===== config.mk =====
export PLATFORM = sky130hd
export DESIGN_NAME = BlasEngine
export DESIGN_NICKNAME = d
export VERILOG_FILES = /design/src/rtl/blas_pkg.sv /design/src/rtl/DataMem.sv /design/src/rtl/Tpu.sv /design/src/rtl/Mpu.sv /design/src/rtl/BlasEngine.sv
export SDC_FILE = /design/constraint.sdc
export NUM_CORES = 1
export LEC_CHECK = 0
export BUFFER_PORTS_ARGS = -buffer_cell sky130_fd_sc_hd__buf_2
export CORE_MARGIN = 2
export CORE_UTILIZATION = 40
export DETAILED_ROUTE_END_ITERATION = 10
export GPL_TIMING_DRIVEN = 0
export HOLD_SLACK_MARGIN = 0.06
export PLACE_DENSITY = 0.64
export SLEW_MARGIN = 20
export SYNTH_ARGS = -nofsm -noshare
export SYNTH_HDL_FRONTEND = slang
export SYNTH_SLANG_ARGS = --single-unit

===== constraint.sdc =====
create_clock -name clock -period 6.1 [get_ports clock]
set_clock_uncertainty 0.1 [all_clocks]
set_input_delay 0.305 -clock clock [delete_from_list [all_inputs] [get_ports clock]]
set_output_delay 0.305 -clock clock [all_outputs]
set_load 0.02 [all_outputs]

===== src/rtl/blas_pkg.sv =====
// Shared widths, opcodes and bus structs for the BLAS engine
// Referenced by scoped name from RTL and testbench alike

package blas_pkg;

	////////////////////////////////////////////////////////////////////////////
	// Sizes

	localparam int DATA_W = 16;		// One vector element
	localparam int VEC_LEN = 16;		// Elements per vector, words per memory
	localparam int ADDR_W = 4;
	localparam int NUM_ROWS = 2;		// TPU stages in the column
	localparam int STAGE_W = (NUM_ROWS > 1) ? $clog2(NUM_ROWS) : 1;
	localparam int RUN_W = 4;			// Kernel counter, wraps

	// Cycles the MPU waits after a stage and for a read
	localparam int DRAIN_CYCLES = 2;
	localparam int READ_CYCLES = 2;

	////////////////////////////////////////////////////////////////////////////
	// Plain vector types

	typedef logic [DATA_W-1:0] wordT;
	typedef logic [ADDR_W-1:0] addrT;
	typedef logic [2:0] opT;
	typedef logic [STAGE_W-1:0] stageT;
	typedef logic [RUN_W-1:0] runCntT;

	// Host opcodes, anything else is illegal
	localparam opT OP_WRITE = 3'd1;	// Data into input memory
	localparam opT OP_READ = 3'd2;		// Word from output memory
	localparam opT OP_ADD = 3'd3;
	localparam opT OP_MUL = 3'd4;		// Low half of the product

	////////////////////////////////////////////////////////////////////////////
	// Structs

	typedef struct packed {
		opT op;
		addrT addr;
		wordT data;		// Write value or kernel scalar
	} mpuIfT;

	typedef struct packed {
		logic valid;
		stageT stage;	// Target TPU row
		opT op;
		addrT idx;
		wordT scalar;
	} instrT;

	typedef struct packed {
		logic en;
		addrT addr;
		wordT data;
	} memWrT;

	typedef struct packed {
		logic busy;
		logic badOp;	// Sticky until reset
		runCntT runCount;
	} mpuStatT;

	typedef enum logic [2:0] {
		IDLE,
		WRITE,
		READ_WAIT,
		ISSUE,
		DRAIN,
		ACK,
		RELEASE
	} mpuStateT;

endpackage


===== src/rtl/DataMem.sv =====
// Vector memory placed between TPU rows
// One write port, one read port with the data registered

module DataMem (
	input	logic				clock,
	input	logic				rstN,
	input	blas_pkg::memWrT	wr,
	input	blas_pkg::addrT		rdAddr,
	output	blas_pkg::wordT		rdData
);

	blas_pkg::wordT mem [blas_pkg::VEC_LEN];

	// Write lands on the edge
	always_ff @(posedge clock) begin
		if (wr.en) begin
			mem[wr.addr] <= wr.data;
		end
	end

	// Read data one cycle after the address
	always_ff @(posedge clock or negedge rstN) begin
		if (!rstN) begin
			rdData <= '0;
		end else begin
			rdData <= mem[rdAddr];	// Old word on a same-cycle write
		end
	end

endmodule


===== src/rtl/Tpu.sv =====
// One stage of the processing column
// Streams a vector from the memory above, applies the scalar op
// and stores each result into the memory below

module Tpu #(
	parameter int ROW = 0
) (
	input	logic				clock,
	input	logic				rstN,
	input	blas_pkg::instrT	instr,
	output	blas_pkg::addrT		rdAddr,
	input	blas_pkg::wordT		rdData,
	output	blas_pkg::memWrT	wr
);

	logic hit;

	// Stage 1 pipeline, waits for the memory read
	logic pipeValid;
	blas_pkg::addrT pipeIdx;
	blas_pkg::opT pipeOp;
	blas_pkg::wordT pipeScalar;

	// Stage 2, the registered write
	blas_pkg::wordT product;
	blas_pkg::wordT result;
	logic wrEn;
	blas_pkg::addrT wrAddr;
	blas_pkg::wordT wrData;

	////////////////////////////////////////////////////////////////////////////
	// Accept

	assign hit = instr.valid && (instr.stage == blas_pkg::stageT'(ROW));
	assign rdAddr = instr.idx;		// Memory registers it on the accept edge

	always_ff @(posedge clock or negedge rstN) begin
		if (!rstN) begin
			pipeValid <= 1'b0;
		end else begin
			pipeValid <= hit;
		end
	end

	always_ff @(posedge clock) begin
		pipeIdx <= instr.idx;
		pipeOp <= instr.op;
		pipeScalar <= instr.scalar;
	end

	////////////////////////////////////////////////////////////////////////////
	// Compute and store

	always_comb begin
		product = rdData * pipeScalar;	// Low half only
		if (pipeOp == blas_pkg::OP_MUL) begin
			result = product;	// Wrapping multiply
		end else begin
			result = rdData + pipeScalar;
		end
	end

	always_ff @(posedge clock or negedge rstN) begin
		if (!rstN) begin
			wrEn <= 1'b0;
		end else begin
			wrEn <= pipeValid;
		end
	end

	always_ff @(posedge clock) begin
		wrAddr <= pipeIdx;
		wrData <= result;
	end

	assign wr = '{en: wrEn, addr: wrAddr, data: wrData};

endmodule


===== src/rtl/Mpu.sv =====
// Management processor for the engine
// Serves host commands over a four-phase req/ack port: memory writes,
// output reads and kernels issued stage by stage to the TPU column

module Mpu (
	input	logic				clock,
	input	logic				rstN,
	input	logic				hostReq,
	output	logic				hostAck,
	input	blas_pkg::mpuIfT	hostCmd,
	output	blas_pkg::wordT		readData,
	output	blas_pkg::instrT	instr,
	output	blas_pkg::memWrT	inWr,
	output	blas_pkg::addrT		outRdAddr,
	input	blas_pkg::wordT		outRdData,
	output	blas_pkg::mpuStatT	status
);

	blas_pkg::mpuStateT state;
	blas_pkg::mpuIfT cmdReg;		// Command held for the whole transaction
	blas_pkg::stageT stageCnt;
	blas_pkg::addrT idxCnt;
	logic [1:0] drainCnt;			// Drain cycles, also the read wait
	logic badOp;
	blas_pkg::runCntT runCount;
	logic busy;

	////////////////////////////////////////////////////////////////////////////
	// Sequencer

	always_ff @(posedge clock or negedge rstN) begin
		if (!rstN) begin
			state <= blas_pkg::IDLE;
			stageCnt <= '0;
			idxCnt <= '0;
			drainCnt <= '0;
			badOp <= 1'b0;
			runCount <= '0;
		end else begin
			unique case (state)
				blas_pkg::IDLE: begin
					if (hostReq) begin
						stageCnt <= '0;
						idxCnt <= '0;
						drainCnt <= '0;
						case (hostCmd.op)
							blas_pkg::OP_WRITE: state <= blas_pkg::WRITE;
							blas_pkg::OP_READ: state <= blas_pkg::READ_WAIT;
							blas_pkg::OP_ADD,
							blas_pkg::OP_MUL: state <= blas_pkg::ISSUE;
							default: begin
								badOp <= 1'b1;	// Acked like a write, no memory access
								state <= blas_pkg::WRITE;
							end
						endcase
					end
				end

				blas_pkg::WRITE: state <= blas_pkg::ACK;

				blas_pkg::READ_WAIT: begin
					if (drainCnt == 2'(blas_pkg::READ_CYCLES - 1)) begin
						state <= blas_pkg::ACK;
					end else begin
						drainCnt <= drainCnt + 2'd1;
					end
				end

				// One element per cycle into the current stage
				blas_pkg::ISSUE: begin
					if (idxCnt == blas_pkg::addrT'(blas_pkg::VEC_LEN - 1)) begin
						idxCnt <= '0;
						drainCnt <= '0;
						state <= blas_pkg::DRAIN;
					end else begin
						idxCnt <= idxCnt + 1'b1;
					end
				end

				// Let the last writes of the stage land
				blas_pkg::DRAIN: begin
					if (drainCnt == 2'(blas_pkg::DRAIN_CYCLES - 1)) begin
						if (stageCnt == blas_pkg::stageT'(blas_pkg::NUM_ROWS - 1)) begin
							runCount <= runCount + 1'b1;	// Wraps
							state <= blas_pkg::ACK;
						end else begin
							stageCnt <= stageCnt + 1'b1;
							state <= blas_pkg::ISSUE;
						end
					end else begin
						drainCnt <= drainCnt + 2'd1;
					end
				end

				blas_pkg::ACK: begin
					if (!hostReq) begin
						state <= blas_pkg::RELEASE;
					end
				end

				blas_pkg::RELEASE: state <= blas_pkg::IDLE;	// Ack low, turnaround

				default: state <= blas_pkg::IDLE;
			endcase
		end
	end

	// Command and read result
	always_ff @(posedge clock) begin
		if (state == blas_pkg::IDLE && hostReq) begin
			cmdReg <= hostCmd;
		end
		if (state == blas_pkg::READ_WAIT && drainCnt == 2'(blas_pkg::READ_CYCLES - 1)) begin
			readData <= outRdData;	// Held through the ack phase
		end
	end

	////////////////////////////////////////////////////////////////////////////
	// Outputs

	assign hostAck = (state == blas_pkg::ACK);
	assign busy = (state == blas_pkg::WRITE) || (state == blas_pkg::READ_WAIT) ||
		(state == blas_pkg::ISSUE) || (state == blas_pkg::DRAIN);

	assign inWr = '{
		en: (state == blas_pkg::WRITE) && (cmdReg.op == blas_pkg::OP_WRITE),
		addr: cmdReg.addr,
		data: cmdReg.data
	};

	assign outRdAddr = cmdReg.addr;

	// Broadcast to every TPU, only the matching row acts
	assign instr = '{
		valid: (state == blas_pkg::ISSUE),
		stage: stageCnt,
		op: cmdReg.op,
		idx: idxCnt,
		scalar: cmdReg.data
	};

	assign status = '{busy: busy, badOp: badOp, runCount: runCount};

endmodule


===== src/rtl/BlasEngine.sv =====
// Top of the BLAS engine: the MPU, one TPU column and the memories
// between the rows; memory 0 is host input, memory NUM_ROWS is output

module BlasEngine (
	input	logic				clock,
	input	logic				rstN,
	input	logic				hostReq,
	output	logic				hostAck,
	input	blas_pkg::mpuIfT	hostCmd,
	output	blas_pkg::wordT		readData,
	output	blas_pkg::mpuStatT	status
);

	blas_pkg::instrT instr;

	// Indexed by memory, row r reads r and writes r+1
	blas_pkg::memWrT memWr [blas_pkg::NUM_ROWS+1];
	blas_pkg::addrT memRdAddr [blas_pkg::NUM_ROWS+1];
	blas_pkg::wordT memRdData [blas_pkg::NUM_ROWS+1];

	Mpu mpu (
		.clock(		clock							),
		.rstN(		rstN							),
		.hostReq(	hostReq							),
		.hostAck(	hostAck							),
		.hostCmd(	hostCmd							),
		.readData(	readData						),
		.instr(		instr							),
		.inWr(		memWr[0]						),	// Host writes
		.outRdAddr(	memRdAddr[blas_pkg::NUM_ROWS]	),
		.outRdData(	memRdData[blas_pkg::NUM_ROWS]	),
		.status(	status							)
	);

	////////////////////////////////////////////////////////////////////////////
	// TPU column

	for (genvar row = 0; row < blas_pkg::NUM_ROWS; ++row) begin : genTpu
		Tpu #(
			.ROW(row)
		) tpu (
			.clock(		clock				),
			.rstN(		rstN				),
			.instr(		instr				),
			.rdAddr(	memRdAddr[row]		),
			.rdData(	memRdData[row]		),
			.wr(		memWr[row+1]		)
		);
	end

	////////////////////////////////////////////////////////////////////////////
	// Memories, one above each row plus the output one

	for (genvar m = 0; m <= blas_pkg::NUM_ROWS; ++m) begin : genMem
		DataMem dataMem (
			.clock(		clock				),
			.rstN(		rstN				),
			.wr(		memWr[m]			),
			.rdAddr(	memRdAddr[m]		),
			.rdData(	memRdData[m]		)
		);
	end

endmodule


==> results of run 1 <==
## synthesized netlist by cell type, types with 4 or more instances
cell / n / area share (%)
a21o_1: 20 / 0.35
nand4_1: 5 / 0.073
mux4_2: 240 / 13
fa_1: 160 / 7.4
clkbuf_1: 68 / 0.59
nand2_1: 174 / 1.5
nand2b_1: 12 / 0.17
buf_1: 15 / 0.13
o21a_1: 10 / 0.17
o211ai_1: 8 / 0.14
a211oi_1: 8 / 0.14
dfrtp_1: 67 / 3.9
xor2_1: 32 / 0.65
ha_1: 135 / 3.9
nor2b_1: 6 / 0.087
o31ai_1: 6 / 0.10
a31oi_1: 7 / 0.10
edfxtp_1: 807 / 56
nand3_1: 7 / 0.081
inv_1: 243 / 2.1
a21oi_1: 45 / 0.52
dfxtp_1: 59 / 2.7
nor3_1: 20 / 0.23
mux2i_1: 10 / 0.23
and3_1: 7 / 0.10
buf_2: 22 / 0.26
buf_4: 4 / 0.070
and2_1: 132 / 1.9
o21ai_0: 46 / 0.53
or3_1: 5 / 0.073
nor2_1: 89 / 0.77
xnor2_1: 68 / 1.4
## cells by family (layout without fill, tap and decap cells)
logic type,after synthesis,after routing,share of synthesized area (%)
AOI/OAI and AO/OA,172,172,2.494
xor gates and xnor gates,103,103,2.172
adders and majority gates,295,295,11.34
buffers and inverters,352,613,3.161
DFF,933,933,62.80
muxes,252,252,12.81
other,0,1,0
and+or+nand+nor,468,468,5.218
## worst max path at each step
| stage | endpoint | slack (ns) | cells after the start |
|---|---|---|---|
| 3_5_place_dp | genTpu[0].tpu.wrData[15]$_DFF_P_ | -0.79 | 18 |
| 5_1_grt | genTpu[1].tpu.wrData[15]$_DFF_P_ | -0.03 | 17 |
| 6_report | genTpu[0].tpu.wrData[15]$_DFF_P_ | 0.12 | 17 |
| 4_1_cts | genTpu[0].tpu.wrData[15]$_DFF_P_ | 0.002 | 17 |
| 2_1_floorplan | genTpu[0].tpu.wrData[15]$_DFF_P_ | 0.71 | 18 |
| 3_3_place_gp | genTpu[0].tpu.wrData[15]$_DFF_P_ | -0.81 | 18 |
## stage by stage
step | utilization (%) | setup WS (ns)
final | 45.90 | 0.1207
after global routing | 45.90 | -0.03376
after CTS | 45.85 | 0.001791
after detailed placement | 42.83 | -0.7910
after global placement | 42.16 | -0.8109
after floorplan | - | 0.7071
## cell type report
cell class                 instances  area [µm²]  area share (%)
clock inverter                    47       644.4           1.311
antenna                            1       2.502        0.005093
multi-input combinational       1290       14970           30.47
tap                             1403        1755           3.573
buffer                           105       491.7           1.001
timing repair buffer             108       959.7           1.953
clock buffer                     110        2290           4.660
sequential                       933       27110           55.18
inverter                         243       912.1           1.856
## per-layer routing
| layer | vias up | share of wire [%] | wire length [µm] |
|---|---|---|---|
| met5 | - | 0.012 | 13 |
| li1 | 9877 | - | - |
| met1 | 12260 | 42 | 44720 |
| met4 | 2 | 2.7 | 2894 |
| met2 | 856 | 50 | 52450 |
| met3 | 160 | 5.3 | 5639 |
## sequential cells by signal (all words and copies together), names as in the netlist, 16 cells and up
| name | flops |
|---|---|
| genMem.dataMem.mem | 768 |
| genMem.dataMem.rdData | 48 |
| genTpu.tpu.wrData | 32 |
| genTpu.tpu.pipeScalar | 16 |
| mpu.inWr | 16 |
| mpu.readData | 16 |
## what timing repair did
action | 4_1_cts | 5_1_grt
setup buffers | 0 | 0
hold buffers | 26 | 0
endpoints found under the hold margin | 93 | 0
resized for setup | 31 | 23
pin swaps | 1 | 8
gates cloned | 0 | 0
setup endpoints to repair | 8 | 3
==> metrics, run 1 <==
Fmax=167.2 MHz; CP max-delay cell=clkbuf_1; Total GRT Usage=19.37%; Worst path max stage delay=0.52 ns; detailed placement HPWL=73,970 µm; Crit Path Max Fanout=10; Synth Flop Type=edfxtp_1; Starting Density=40.30%; largest net degree at the start of global routing=35; first-pass detailed-route iteration total=7; setup violators final=0; outcome=finished clean; Cell Chain, Critical Path=clkbuf_1, nand2_1, fa_1, fa_1, inv_1, fa_1, fa_1, inv_1, fa_1, fa_2, xor2_1, xnor2_1, xnor2_1, xnor2_2, xnor3_1, xor2_1, mux2_2; Buf+Inv Stages, Crit Path=3; die height=~330 µm; Critical R2R Capture=genTpu[0].tpu.wrData[15]$_DFF_P_; DRC violations left=0; share of layout cells above drive strength 1=20.10%; CP Class=reg -> reg; buffers from clock root to sink, at most=3; via count=23,160; average wire per standard cell=24.93 µm; asr flop ratio synth=7.181%; crit-path leading delay family=adder cells; commonest non-fill, non-tap cell in the layout=edfxtp_1; Rel. slew slack=23.96%; die area=0.1105 mm²; total congestion overflow=0; Nets=3,086; flops & latches, synth=933; drt via density=between 5 and 6; Critical Path Start=genMem[0].dataMem.rdData[3]$_DFF_PN0_; root buffer cell=clkbuf_16; Area growth, synth to finish=13.90%; Crit. End Element=flip-flop; RSZ-0062 raised after global routing=true; Final Hold Fails=0; grt met3 use=2.466%; Most common cell on crit path=fa_1; initial antenna violation count=2; pins over their slew limit=0; final WL=105,700 µm; CP startpoint kind=flip-flop; MaxCap Viol Count=0; IO Port Bufs=48; CP Data Required Time=6.51 ns; DP Cell Count=4,060; hold crit path type=in -> async; vias in the first global route=24,220; yosys warns=0; die width=332.4 µm; Hold Slack=0.08345 ns; remaining antenna violation count=0; Post-Layout Cell Count=4,240; most frequent cells in the layout=edfxtp_1, inv_1, mux4_2; Tmin final=between 5 and 6 ns; floorplan core area=0.1071 mm²; R2R Path Start=genMem[0].dataMem.rdData[3]$_DFF_PN0_; GR peak layer=met2; I/O pins=49; setup TNS=0 ns; total CTS buffers=between 80 and 90; Worst-path clk slew=about 0.06 ns; fin area=0.04914 mm²; placed inst area=0.04585 mm²; post-synthesis cell count=2,575; Slew @ Worst Pin=1.141 ns; Worst R2R Setup Slack=0.12 ns; RD Place Congestion=0.8815; met2 Track Usage GR=32.42%; Distinct cells, synth=59; Num Clock Sinks=933; GR Util met1=26.63%; first-pass GRT wire length=157,900 µm; syn avg cell area=16.75 µm²; DRT iter0 DRCs=2,150; CTS tree=built; WP data arrival=6.39 ns; fill cell count=roughly 9,000; Rows=120; EDFF count, synth=a little over 800; Mapped Nets=2,896; H-tree depth=3; Period Utilization, post-route=98.02%; Worst-Skew Late Latency=0.66 ns; R2R depth=17; Post-Syn Area=0.04314 mm²; Seq/Total Area, Yosys=62.80%
Power of run 1 is left out: the tool's default activity adds up to more than one toggle a clock period on the data nets, which glitch-free logic cannot reach.
==> inputs of run 2 (changes only) <==
CTS_BUF_LIST = sky130_fd_sc_hd__clkbuf_2   (was unset)
SETUP_SLACK_MARGIN = 0.4   (was unset)
==> run 2 against run 1 <==
Against the previous run:
- die area unchanged
- cell count up 7.1%
- non-clock buffer count up 74
- core utilization about the same
- via count up 4.4%
- hold slack better by 0.16 ns
- critical path type unchanged
- critical endpoint unchanged
- largest cell class unchanged
==> metrics, run 2 (synthesis gave the netlist of run 1 again) <==
Num Clock Sinks=933 (unchanged); Multi-input gate area=0.01509 mm² (+0.81%); vias in the first global route=25,590 (+5.7%); buffers from clock root to sink, at most=3 (unchanged); Crit. End Element=flip-flop; fill cell count=9,224 (+1.7%); final WL=109,300 µm (+3.3%); die area=0.1105 mm² (unchanged); DRC violations left=0 (unchanged); CP startpoint kind=flip-flop; Worst-path clk slew=0.11 ns (+0.05 ns); WP data arrival=6.78 ns (+0.39 ns); placed inst area=0.04585 mm² (unchanged); Worst Hold End=mpu.instr[22]$_DFFE_PP_; average wire per standard cell=24.05 µm (-3.5%); outcome=finished clean; RSZ-0062 raised after global routing=true; Post-Layout Cell Count=4,542 (+7.1%); largest net degree at the start of global routing=35 (unchanged); Rows=120 (unchanged); commonest non-fill, non-tap cell in the layout=edfxtp_1; Worst-Skew Late Latency=1.38 ns (+0.72 ns); Crit Path Max Fanout=4 (-6); RD Place Congestion=0.8815 (unchanged); R2R Path Start=genTpu[1].tpu.pipeScalar[1]$_DFF_P_; drt via density=5.322 (-2.6%); Hold Path Origin=hostCmd[22]; Critical R2R Capture=genTpu[0].tpu.wrData[15]$_DFF_P_; Layout Utilization=45.86% (about the same); first-pass detailed-route iteration total=6 (-1); Nets=3,277 (+6.2%); DRT iter0 DRCs=2,206 (+2.6%); fin area=0.04910 mm² (about the same); floorplan core area=0.1071 mm² (unchanged); Rel. slew slack=23.73% (-0.23 points); I/O pins=49 (unchanged); Period Utilization, post-route=92.83% (-5.2 points); total congestion overflow=0 (unchanged); die height=332.4 µm (unchanged); number of flip-flops in the largest register=768 (unchanged); Final Hold Fails=0 (unchanged); CP Class=reg -> reg; setup violators final=0 (unchanged); Tmin final=5.663 ns (-0.3167 ns); Slew @ Worst Pin=1.144 ns (+0.003383 ns); IO Port Bufs=48 (unchanged); CTS tree=built; Hold Path Stages=3; final worst slack=0.4373 ns (+0.3167 ns); via count=24,170 (+4.4%); H-tree depth=4 (+1); CP Data Required Time=7.22 ns (+0.71 ns); Area growth, synth to finish=13.81% (about the same); register with the most flip-flops=genMem.dataMem.mem; Fmax=176.6 MHz (+5.6%); Worst R2R Setup Slack=0.44 ns (+0.32 ns); DP Cell Count=4,060 (unchanged); total area of sequential cells=0.02715 mm² (+0.13%); most frequent cells in the layout=edfxtp_1, clkbuf_2, inv_1, mux4_2, nand2_1; die width=332.4 µm (unchanged); setup slack at placement=-0.7910 ns (unchanged); Largest regs=genMem.dataMem.mem: 768 flops, genMem.dataMem.rdData: 48 flops, genTpu.tpu.wrData: 32 flops; total CTS buffers=201 (+140%); R2R depth=19 (+2); Total GRT Usage=20.06% (+0.68 points); Starting Density=40.30% (unchanged); pins over their slew limit=0 (unchanged); remaining antenna violation count=0 (unchanged); first-pass GRT wire length=162,800 µm (+3.1%); MaxCap Viol Count=0 (unchanged); root buffer cell=clkbuf_2; hold crit path type=in -> reg; detailed placement HPWL=73,970 µm (unchanged); initial antenna violation count=2 (unchanged); share of layout cells above drive strength 1=27.59% (+7.5 points)
run 2: cell count changes in the layout (fill, tap and decap cells not counted), sizes merged:
cell	delta
buf	+26
bufinv	-12
clkbuf	+227
clkinv	+7
clkinvlp	+4
diode	+3
dlygate4sd3	+47
run 2: how the worst max path moves through the flow:
stage	start	to	slack [ns]
2_1_floorplan	genTpu[1].tpu.pipeScalar[5]$_DFF_P_	genTpu[0].tpu.wrData[15]$_DFF_P_	0.71
4_1_cts	genTpu[1].tpu.pipeScalar[7]$_DFF_P_	genTpu[1].tpu.wrData[15]$_DFF_P_	0.40
3_3_place_gp	genTpu[1].tpu.pipeScalar[6]$_DFF_P_	genTpu[0].tpu.wrData[15]$_DFF_P_	-0.81
3_5_place_dp	genTpu[1].tpu.pipeScalar[6]$_DFF_P_	genTpu[0].tpu.wrData[15]$_DFF_P_	-0.79
5_1_grt	genTpu[1].tpu.pipeScalar[6]$_DFF_P_	genTpu[1].tpu.wrData[15]$_DFF_P_	0.32
6_report	genTpu[1].tpu.pipeScalar[1]$_DFF_P_	genTpu[0].tpu.wrData[15]$_DFF_P_	0.44
run 2: what timing repair did:
action                                  CTS  global route
resized for setup                       111            30
hold buffers                             74             0
buffers inserted                         19             3
pin swaps                                16            20
hold endpoints to repair                124             0
cloned                                    0             0
endpoints found under the setup margin   14             8
run 2: final cells by class:
type | count | share of cell area [%]
Tap cell | 1403 | 3.575
Clock buffer | 336 | 3.425
Buffer | 109 | 1.330
Antenna cell | 4 | 0.02039
Sequential cell | 933 | 55.29
Multi-Input combinational cell | 1290 | 30.74
Clock inverter | 46 | 0.4714
Inverter | 243 | 1.863
Timing Repair Buffer | 178 | 3.290
run 2: per-layer routing:
metal | share of wire (%) | vias to the layer above | routed length (µm) | global-route usage [%]
li1 | - | 10410 | - | -
met1 | 41 | 12600 | 45160 | 26.74
met2 | 49 | 965 | 53960 | 33.10
met3 | 6.3 | 192 | 6904 | 3.411
met4 | 3.0 | 0 | 3228 | 7.534
met5 | 0 | - | 0 | 0
run 2: worst max-delay path: stages, from the launching register on:
cell       delay [ns]
dfxtp_4          0.39
buf_8            0.13
clkbuf_16        0.15
and2_4           0.13
fa_1             0.49
inv_1            0.06
fa_1             0.54
inv_1            0.05
fa_1             0.48
fa_1             0.52
inv_2            0.05
fa_1             0.48
fa_2             0.41
xor2_1           0.17
xnor2_1          0.22
xnor2_1          0.16
xnor2_2          0.28
xnor3_1          0.28
xor2_1           0.15
mux2_4           0.31
run 2: through the flow:
| step | hold WS [ns] | TNS (ns) |
|---|---|---|
| after CTS | 0.1010 | 0 |
| after detailed placement | 0.2095 | -2.778 |
| final | 0.2398 | 0 |
| after global placement | 0.2182 | -2.655 |
| after floorplan | -0.09059 | 0 |
| after global routing | 0.1561 | 0 |
Power of run 2 is left out for the same reason.
